==> src/verilog/rmii_rx_pkg.sv <==
package rmii_rx_pkg;

    //////////////////////////////
    // RMII framing
    //////////////////////////////
    localparam int DIBIT_W         = 2;
    localparam int BYTE_W          = 8;
    localparam int DIBITS_PER_BYTE = BYTE_W / DIBIT_W;

    // 0x55 and 0xd5 seen one dibit at a time, LSB first
    localparam logic [DIBIT_W-1:0] PREAMBLE_DIBIT = 2'b01;
    localparam logic [DIBIT_W-1:0] SFD_DIBIT      = 2'b11;

    //////////////////////////////
    // Frame buffer
    //////////////////////////////
    localparam int FIFO_DEPTH  = 64;
    localparam int FIFO_ADDR_W = $clog2(FIFO_DEPTH);

    //////////////////////////////
    // CRC-32, reflected form
    //////////////////////////////
    localparam int               CRC_W       = 32;
    localparam logic [CRC_W-1:0] CRC_POLY    = 32'hedb8_8320;
    localparam logic [CRC_W-1:0] CRC_INIT    = 32'hffff_ffff;
    // Left in the register once a good FCS has gone through
    localparam logic [CRC_W-1:0] CRC_RESIDUE = 32'hdebb_20e3;

    typedef struct packed {
        logic              error;
        logic              last;
        logic [BYTE_W-1:0] data;
    } frame_word_t;

endpackage

==> src/verilog/rmii_rx_deserializer.sv <==
module rmii_rx_deserializer
    import rmii_rx_pkg::*;
(
    input  logic               clock,
    input  logic               rst_n,
    input  logic [DIBIT_W-1:0] rmii_receive_data,
    input  logic               rmii_receive_data_enable,
    input  logic               rmii_receive_data_error,
    output frame_word_t        wr_word,
    output logic               wr_en
);

    typedef enum logic [1:0] {
        ST_IDLE,
        ST_HUNT,
        ST_COLLECT,
        ST_FLUSH
    } state_t;

    state_t                             state;
    logic [$clog2(DIBITS_PER_BYTE)-1:0] dibit_cnt;
    logic [BYTE_W-1:0]                  shift_q;
    logic                               err_acc;
    logic [BYTE_W-1:0]                  next_byte;
    logic                               next_err;
    logic                               byte_done;
    logic [BYTE_W-1:0]                  held_data;
    logic                               held_err;
    logic                               held_valid;

    // First dibit ends up in the low bits
    assign next_byte = {rmii_receive_data, shift_q[BYTE_W-1:DIBIT_W]};
    assign next_err  = err_acc | rmii_receive_data_error;
    assign byte_done = (state == ST_COLLECT) && rmii_receive_data_enable &&
                       (int'(dibit_cnt) == DIBITS_PER_BYTE - 1);

    //////////////////////////////
    // Control
    //////////////////////////////
    always_ff @(posedge clock or negedge rst_n) begin
        if (!rst_n) begin
            state      <= ST_IDLE;
            dibit_cnt  <= '0;
            err_acc    <= 1'b0;
            held_valid <= 1'b0;
            wr_en      <= 1'b0;
        end else begin
            wr_en <= 1'b0;
            case (state)
                ST_IDLE: begin
                    if (rmii_receive_data_enable && rmii_receive_data == PREAMBLE_DIBIT) begin
                        state <= ST_HUNT;
                    end
                end
                ST_HUNT: begin
                    dibit_cnt  <= '0;
                    err_acc    <= 1'b0;
                    held_valid <= 1'b0;
                    if (!rmii_receive_data_enable) begin
                        state <= ST_IDLE;
                    end else if (rmii_receive_data == SFD_DIBIT) begin
                        state <= ST_COLLECT;
                    end else if (rmii_receive_data != PREAMBLE_DIBIT) begin
                        state <= ST_IDLE;
                    end
                end
                ST_COLLECT: begin
                    if (!rmii_receive_data_enable) begin
                        state <= ST_FLUSH;
                    end else begin
                        dibit_cnt <= dibit_cnt + 1'b1;
                        err_acc   <= byte_done ? 1'b0 : next_err;
                        // Previous byte goes out once the next one is complete
                        if (byte_done) begin
                            wr_en      <= held_valid;
                            held_valid <= 1'b1;
                        end
                    end
                end
                ST_FLUSH: begin
                    wr_en      <= held_valid;
                    held_valid <= 1'b0;
                    state      <= ST_IDLE;
                end
                default: state <= ST_IDLE;
            endcase
        end
    end

    //////////////////////////////
    // Byte assembly
    //////////////////////////////
    always_ff @(posedge clock) begin
        if (state == ST_COLLECT && rmii_receive_data_enable) begin
            shift_q <= next_byte;
        end
        if (byte_done) begin
            held_data <= next_byte;
            held_err  <= next_err;
        end
        if (byte_done || state == ST_FLUSH) begin
            wr_word.data  <= held_data;
            wr_word.error <= held_err;
            wr_word.last  <= (state == ST_FLUSH);
        end
    end

endmodule

==> src/verilog/frame_fifo.sv <==
module frame_fifo
    import rmii_rx_pkg::*;
(
    input  logic        clock,
    input  logic        rst_n,
    input  frame_word_t wr_word,
    input  logic        wr_en,
    input  logic        wb_cyc,
    input  logic        wb_stb,
    input  logic        wb_we,
    output frame_word_t wb_dat,
    output logic        wb_ack
);

    frame_word_t          mem [FIFO_DEPTH];
    logic [FIFO_ADDR_W:0] wr_ptr;
    logic [FIFO_ADDR_W:0] rd_ptr;
    logic                 empty;
    logic                 full;
    logic                 push;

    // Extra pointer bit tells a full buffer from an empty one
    assign empty = (wr_ptr == rd_ptr);
    assign full  = (wr_ptr[FIFO_ADDR_W] != rd_ptr[FIFO_ADDR_W]) &&
                   (wr_ptr[FIFO_ADDR_W-1:0] == rd_ptr[FIFO_ADDR_W-1:0]);

    // Overflow drops the word
    assign push = wr_en && !full;

    //////////////////////////////
    // Wishbone read slave
    //////////////////////////////
    // Head word always on the bus
    assign wb_dat = mem[rd_ptr[FIFO_ADDR_W-1:0]];
    assign wb_ack = wb_cyc && wb_stb && !wb_we && !empty;

    always_ff @(posedge clock) begin
        if (push) begin
            mem[wr_ptr[FIFO_ADDR_W-1:0]] <= wr_word;
        end
    end

    always_ff @(posedge clock or negedge rst_n) begin
        if (!rst_n) begin
            wr_ptr <= '0;
            rd_ptr <= '0;
        end else begin
            if (push) begin
                wr_ptr <= wr_ptr + 1'b1;
            end
            // Pop on the acknowledging edge
            if (wb_ack) begin
                rd_ptr <= rd_ptr + 1'b1;
            end
        end
    end

endmodule

==> src/verilog/frame_checker.sv <==
module frame_checker
    import rmii_rx_pkg::*;
(
    input  logic        clock,
    input  logic        rst_n,
    input  frame_word_t wb_dat,
    input  logic        wb_ack,
    input  logic        receive_data_enable,
    output logic        wb_cyc,
    output logic        wb_stb,
    output logic        wb_we,
    output frame_word_t receive_data,
    output logic        receive_data_valid,
    output logic        receive_frame_good
);

    logic             fetch_q;
    logic             take;
    logic             load;
    logic [CRC_W-1:0] crc_q;
    logic [CRC_W-1:0] crc_next;
    logic             frame_err;
    logic             err_next;

    // One byte through the reflected CRC, LSB first
    function automatic logic [CRC_W-1:0] crc_byte(input logic [CRC_W-1:0] crc_in,
                                                  input logic [BYTE_W-1:0] data);
        logic [CRC_W-1:0] c;
        c = crc_in ^ {{(CRC_W - BYTE_W){1'b0}}, data};
        for (int i = 0; i < BYTE_W; i++) begin
            c = c[0] ? ((c >> 1) ^ CRC_POLY) : (c >> 1);
        end
        return c;
    endfunction

    assign take = receive_data_valid && receive_data_enable;

    //////////////////////////////
    // Wishbone read master
    //////////////////////////////
    // Strobe while the output register is free or leaving this cycle
    assign wb_stb = fetch_q || take;
    assign wb_cyc = wb_stb;
    assign wb_we  = 1'b0;
    assign load   = wb_stb && wb_ack;

    assign crc_next = crc_byte(crc_q, wb_dat.data);
    assign err_next = frame_err || wb_dat.error;

    always_ff @(posedge clock or negedge rst_n) begin
        if (!rst_n) begin
            receive_data_valid <= 1'b0;
            receive_frame_good <= 1'b0;
            fetch_q            <= 1'b0;
            crc_q              <= CRC_INIT;
            frame_err          <= 1'b0;
        end else begin
            if (load) begin
                receive_data_valid <= 1'b1;
                if (wb_dat.last) begin
                    receive_frame_good <= (crc_next == CRC_RESIDUE) && !err_next;
                    crc_q              <= CRC_INIT;
                    frame_err          <= 1'b0;
                end else begin
                    receive_frame_good <= 1'b0;
                    crc_q              <= crc_next;
                    frame_err          <= err_next;
                end
            end else if (take) begin
                receive_data_valid <= 1'b0;
            end
            // Request again whenever the register ends up empty
            fetch_q <= !(load || (receive_data_valid && !take));
        end
    end

    always_ff @(posedge clock) begin
        if (load) begin
            receive_data <= wb_dat;
        end
    end

endmodule

==> src/verilog/rmii_rx_port.sv <==
module rmii_rx_port
    import rmii_rx_pkg::*;
(
    input  logic               clock,
    input  logic               rst_n,
    input  logic [DIBIT_W-1:0] rmii_receive_data,
    input  logic               rmii_receive_data_enable,
    input  logic               rmii_receive_data_error,
    input  logic               receive_data_enable,
    output frame_word_t        receive_data,
    output logic               receive_data_valid,
    output logic               receive_frame_good
);

    // Deserializer into buffer
    frame_word_t wr_word;
    logic        wr_en;

    // Wishbone between buffer and checker
    logic        wb_cyc;
    logic        wb_stb;
    logic        wb_we;
    frame_word_t wb_dat;
    logic        wb_ack;

    rmii_rx_deserializer rmii_rx_deserializer (
        .clock                    (clock),
        .rst_n                    (rst_n),
        .rmii_receive_data        (rmii_receive_data),
        .rmii_receive_data_enable (rmii_receive_data_enable),
        .rmii_receive_data_error  (rmii_receive_data_error),
        .wr_word                  (wr_word),
        .wr_en                    (wr_en)
    );

    frame_fifo frame_fifo (
        .clock   (clock),
        .rst_n   (rst_n),
        .wr_word (wr_word),
        .wr_en   (wr_en),
        .wb_cyc  (wb_cyc),
        .wb_stb  (wb_stb),
        .wb_we   (wb_we),
        .wb_dat  (wb_dat),
        .wb_ack  (wb_ack)
    );

    frame_checker frame_checker (
        .clock               (clock),
        .rst_n               (rst_n),
        .wb_dat              (wb_dat),
        .wb_ack              (wb_ack),
        .receive_data_enable (receive_data_enable),
        .wb_cyc              (wb_cyc),
        .wb_stb              (wb_stb),
        .wb_we               (wb_we),
        .receive_data        (receive_data),
        .receive_data_valid  (receive_data_valid),
        .receive_frame_good  (receive_frame_good)
    );

endmodule

==> config.mk <==
export PLATFORM = sky130hd
export DESIGN_NAME = rmii_rx_port
export DESIGN_NICKNAME = d
export VERILOG_FILES = /design/src/verilog/rmii_rx_pkg.sv /design/src/verilog/rmii_rx_deserializer.sv /design/src/verilog/frame_fifo.sv /design/src/verilog/frame_checker.sv /design/src/verilog/rmii_rx_port.sv
export SDC_FILE = /design/constraint.sdc
export NUM_CORES = 1
export LEC_CHECK = 0
export ABC_AREA = 0
export ABC_CLOCK_PERIOD_IN_PS = 3400
export BUFFER_PORTS_ARGS = -buffer_cell sky130_fd_sc_hd__buf_2
export CAP_MARGIN = 20
export CORE_UTILIZATION = 48
export CTS_CLUSTER_DIAMETER = 60
export CTS_CLUSTER_SIZE = 24
export DETAILED_ROUTE_END_ITERATION = 8
export GPL_ROUTABILITY_DRIVEN = 0
export MAX_ROUTING_LAYER = met4
export PLACE_DENSITY_LB_ADDON = 0.08
export SKIP_LAST_GASP = 1
export SLEW_MARGIN = 0
export SYNTH_ARGS = -nofsm -noshare
export SYNTH_HDL_FRONTEND = slang
export SYNTH_HIERARCHICAL = 1
export SYNTH_SLANG_ARGS = --single-unit
export TNS_END_PERCENT = 10
==> constraint.sdc <==
create_clock -name clock -period 3.4 [get_ports clock]
set_input_delay 0.17 -clock clock [delete_from_list [all_inputs] [get_ports clock]]
set_output_delay 0.17 -clock clock [all_outputs]
set_load 0.03 [all_outputs]
; ---- After elaboration in Yosys (flattened, before gate mapping)
; Memories as Yosys holds them, arrays and structs flattened.
; Index checks and enable logic that the tools add are counted.
[op_classes]
addsub = 3
n_mul = 0
n_div = 0
order_cmp = 0
eq_ne = 16
shifts = 0
mux = 32
bitwise_logic = 10
reduce_logical = 27
[ops]
columns = op, n
row1 = 32-bit 2-to-1 mux, 9
row2 = 13-bit inverter with 14-bit output, 8
row3 = 32-bit == test (second input constant), 1
row4 = 32-bit by 8-bit bitwise XOR with 32-bit output, 1
row5 = 7-bit by 1-bit adder with 7-bit output (second input constant), 2
row6 = 1-bit 2-to-1 mux, 12
row7 = 2-bit 2-to-1 mux, 6
row8 = 1-bit logical AND, 10
row9 = 2-bit one-hot mux with 4 select lines, 1
row10 = 7-bit == test, 1
row11 = 2-bit by 1-bit == test with 1-bit output (second input constant), 3
row12 = 2-bit == test (second input constant), 3
row13 = 6-bit == test, 1
row14 = 2-bit by 1-bit inequality test with 1-bit output (second input constant), 3
row15 = 1-bit one-hot mux with 2 select lines, 3
row16 = 3-bit AND reduction, 2
row17 = 2-bit nonzero test, 3
row18 = 1-bit zero test, 5
row19 = 1-bit logical OR, 4
row20 = 2-bit inequality test (second input constant), 2
row21 = 4-bit by 2-bit inequality test with 1-bit output (second input constant), 1
row22 = 2-bit one-hot mux with 2 select lines, 1
row23 = 2-bit by 1-bit adder with 2-bit output (second input constant), 1
row24 = 2-bit zero test, 1
row25 = 4 further kinds, 4
[totals]
ff_bits = 94
latchBits = 0
ram_bits = 640
mem_bits_ro = 0
inputBits = 7
out_inout_bits = 12
word_cells = 110
memories = 1
[mem_list]
columns = memory, depth, word_bits, rd, rd_clocked_by_memory_dff, write_ports, line_no
row1 = frame_fifo.mem, 64, 10, 1, 0, 1, frame_fifo.sv:15  ; frame_word_t mem [FIFO_DEPTH];

; ---- Logic depth before layout (Yosys ltp)
; An unclocked memory read counts as a cell.
[logic_depth]
word_depth = 21
ltp_mapped = 19
ltp_nobuf = 14

; ---- Cells and area by module
; The synthesis kept the hierarchy.
[modules_own_cells]
columns = mod, n_inst, cells_per_inst, area_each_um2, seq_area_each_um2
row1 = frame_fifo, 1, 1218, 25638.3, 19568.8
row2 = frame_checker, 1, 253, 2787.7, 1241.2
row3 = rmii_rx_deserializer, 1, 60, 1119.8, 925.9

; ---- Least setup slack after synthesis
; Ideal clock, no wire load.
[synth_path]
kind = register to register
from = register frame_fifo.rd_ptr[0]
to = register frame_checker.receive_frame_good
setup_ns = 0.076
t_arrival_ns = 3.651
required_ns = 3.324
path_slack_ns = -0.327
path_stages_with_launch = 17
n_path_buf = 3
period_less_slack_ns = 3.727
cell_sequence = dfrtp_1 > buf_6 > buf_2 > mux4_2 > a211oi_1 > a22oi_1 > o211a_1 > xnor2_1 > xor2_1 > buf_4 > inv_2 > ha_1 > nor4b_1 > nand3_1 > a2111oi_2 > nand4_1 > o21ai_1
[synth_rtl]
columns = element, line_no
row1 = from (decl), frame_fifo.sv:17  ; logic [FIFO_ADDR_W:0] rd_ptr;
row2 = from (signal assigned), frame_fifo.sv:53  ; rd_ptr <= rd_ptr + 1'b1;
row3 = to (signal assigned), frame_checker.sv:61  ; receive_frame_good <= (crc_next == CRC_RESIDUE) && !err_next;
row4 = to (decl), frame_checker.sv:14  ; output logic receive_frame_good

==> results.toml <==
[timing]
finalWorstSetupSlack_ps = -478
setup-violations-final = 17
finalHoldViolCount = 0
tightest_slew_ps = 1050
rsz0062_at_grt = "true"
period_needed_ps = 3880
post-route-period-util_pct = 114
final_max_slew_viol_count = 0
max_slew_margin_pct = 29.9
fin_setup_tns_ps = -3870
fmax_mhz = 258
skew_ps = 30.3

[final_layout]
final_nets = 1864
drive_above_1_share_pct = 37.1
syn2layout_area_growth_pct = 19.7

[synth]
yosys-top-cells-area = "edfxtp_1 69%, mux4_2 10%, dfstp_2 2.8%"
synth_edf_count = 675
syn_area_per_cell_um2 = 19.3
netlist_area_um2 = 29500
synth-main-ff-cell = "edfxtp_1"
ys_ff_latch = 732
synthArstFlopShare_pct = 7.79
synth_top_area_share_pct = 68.6
synth_nets = 1542
ys_warn_count = 6
synth_cell_types = 75
synthTopCellsByCount = "675 x edfxtp_1, 135 x mux4_2, 109 x nor2_1"
synth_most_common_cell = "edfxtp_1"
yosysTopAreaCell = "edfxtp_1"
synth_cells = 1531
seq_area_frac_synth_pct = 73.6

[floorplanning]
start_util_pct = 48.8
die_y_um = 250
core-area_um2 = 60600
ios = 19
die_w_um = 250
dieArea_um2 = 62600
num_rows = 90

[power]
internal-power_mw = 25.7
p_seq_share_pct = 26.9
power_density_nw_per_um2 = 1110
p_comb_share_pct = 56.0
power_mw = 39.3
power.leakage_nw = 12.0
peakVddDrop_mv = 1.39
p_switching_mw = 13.6
switching_share_pct = 34.6
p_clk_share_pct = 17.1

[clock_network]
clk_pin_slew_ps = 80
ctsLongestPathBuffers = 3
htree_levels = 2
clock-root-buffer = "clkbuf_16"
numCtsBuffers = 49
cts_tree = "yes"
clkLatencyLatePin_ps = 630
clkSinkCount = 732

[worst_setup_path]
rr_worst_depth = 15
cp_data_required_time_ps = 3950
arrival_ps = 4430
start_kind = "register"
rr_endpoint = "frame_checker/receive_frame_good"
critPathMaxFanout = 16
rr_startpoint = "frame_fifo/rd_ptr[0]"
cp-endpoint = "frame_checker/receive_frame_good"
startpoint = "frame_fifo/rd_ptr[0]"
reg2reg_slack_ps = -480
setup.worst_path.class = "reg -> reg"
end_kind = "register"

[grt]
grt_pass1_wl_mm = 103
grt_pass1_vias = 15532
track_usage_pct = 22.9
overflow = 0
grt_start_max_net_pins = 65
antenna_found_initial = 1

[detailed_routing]
drtIter0Drc = 1268
wl_per_cell_um = 25.6
drtAntennaViolNets = 0
vias_per_cell = 5.72
drc = 0
route.vias.total = 15301
wl_mm = 68.5
first_pass_iters = 5

[status]
violations = "negative setup slack"
status = "complete, but fails checks"

[flow_run]
max_cap_viol_count = 0

[worst_hold_path]
hold_path_class = "in -> async"

[place]
hpwl_mm = 44.2
portBuffers = 18
[stage by stage]
stage          util [%]  cells  area (µm²)  setup slack (ps)  hold slack [ps]
2_1_floorplan         -   1531       29700             -49.1             -126
3_3_place_gp       53.9   2539       32700              -924              220
3_5_place_dp       54.0   2541       32700              -956              239
4_1_cts            57.7   2652       35000              -461              102
5_1_grt            58.4   2676       35400              -652              161
6_report           58.4   2676       35400              -478              110
[layout make-up]
type,count,area (µm²)
Fill cell,4544,25200
Sequential cell,732,21700
Multi-Input combinational cell,700,7620
Timing Repair Buffer,356,3130
Clock buffer,59,1350
Tap cell,782,978
Clock inverter,32,480
Inverter,14,52.6
Antenna cell,1,2.50
[cell usage in the layout, fill, tap and decap left out, types with 19 or more instances in the layout]
cell and instances:
nand2_1 24, dfrtp_1 21, edfxtp_1 675, clkbuf_16 53
xor2_1 19, mux2i_1 64, nor2_1 109, buf_4 288
buf_12 29, xnor2_1 44, a21oi_1 39, dfstp_2 32
mux4_2 135
[what timing repair did]
| action | in CTS | in global routing |
|---|---|---|
| hold endpoints to repair | 36 | 0 |
| buffers inserted | 13 | 17 |
| gates resized for setup | 41 | 26 |
| pin swaps | 16 | 9 |
| hold buffers | 6 | 0 |
| gates cloned | 1 | 2 |
| setup endpoints to repair | 28 | 25 |
[sequential cells by signal (all words and copies together), names as in the netlist, 2 cells and up, named ones only]
name and count:
frame_fifo/mem 640, frame_checker/crc_q 32, frame_checker/receive_data 10, rmii_rx_deserializer/wr_word 10
rmii_rx_deserializer/held_data 8, frame_fifo/rd_ptr 7, frame_fifo/wr_ptr 7, rmii_rx_deserializer/shift_q 6
rmii_rx_deserializer/dibit_cnt 2
[per-layer routing]
metal / wire length [µm] / global-route usage (%)
met3: 3380 / 2.89
met2: 32600 / 34.8
met5: 0 / -
met4: 1660 / 6.47
met1: 30800 / 32.9
[worst min path at each step]
| stage | startpoint | end | slack [ps] | cells after the start |
|---|---|---|---|---|
| after floorplan | rst_n | frame_checker/fetch_q | -130 | 0 |
| after global placement | rst_n | frame_checker/fetch_q | 220 | 1 |
| after detailed placement | rst_n | frame_checker/receive_data_valid | 240 | 1 |
| after CTS | rst_n | frame_checker/receive_data_valid | 100 | 2 |
| after global routing | rst_n | frame_checker/receive_data_valid | 160 | 2 |
| final | rst_n | frame_checker/receive_data_valid | 110 | 2 |
[logic make-up after synthesis]
kind of cell | synth area share, %
flip-flops | 73.6
AND/OR/NAND/NOR | 3.62
multiplexers | 12.9
AO/OA/AOI/OAI | 4.22
buffers and inverters | 2.10
XOR/XNOR | 3.38
adder cells (fa/ha/maj) | 0.169
other | 0.0127
[power by group through the flow]
stage	combinational [mW]	sequential [mW]	clock [mW]
floorplan	11.6	10.8	0
global placement	20.0	10.8	0
detailed placement	20.1	10.8	0
CTS	21.2	10.6	6.89
global route	23.6	10.6	7.18
finish	22.0	10.6	6.73
[critical path, stage by stage, from the launching register on]
cell      delay [ps]
dfrtp_4          490
buf_12           180
buf_12           150
buf_4            110
mux4_2           530
a211oi_2         330
a22o_1           330
o21ai_2          120
xnor2_1          130
buf_4            180
xnor2_4          290
xnor2_2          180
xnor2_1          140
nor4bb_1         310
nand4_1          160
o21ai_1          140
Note: power is estimated with default switching activity, not from simulation.
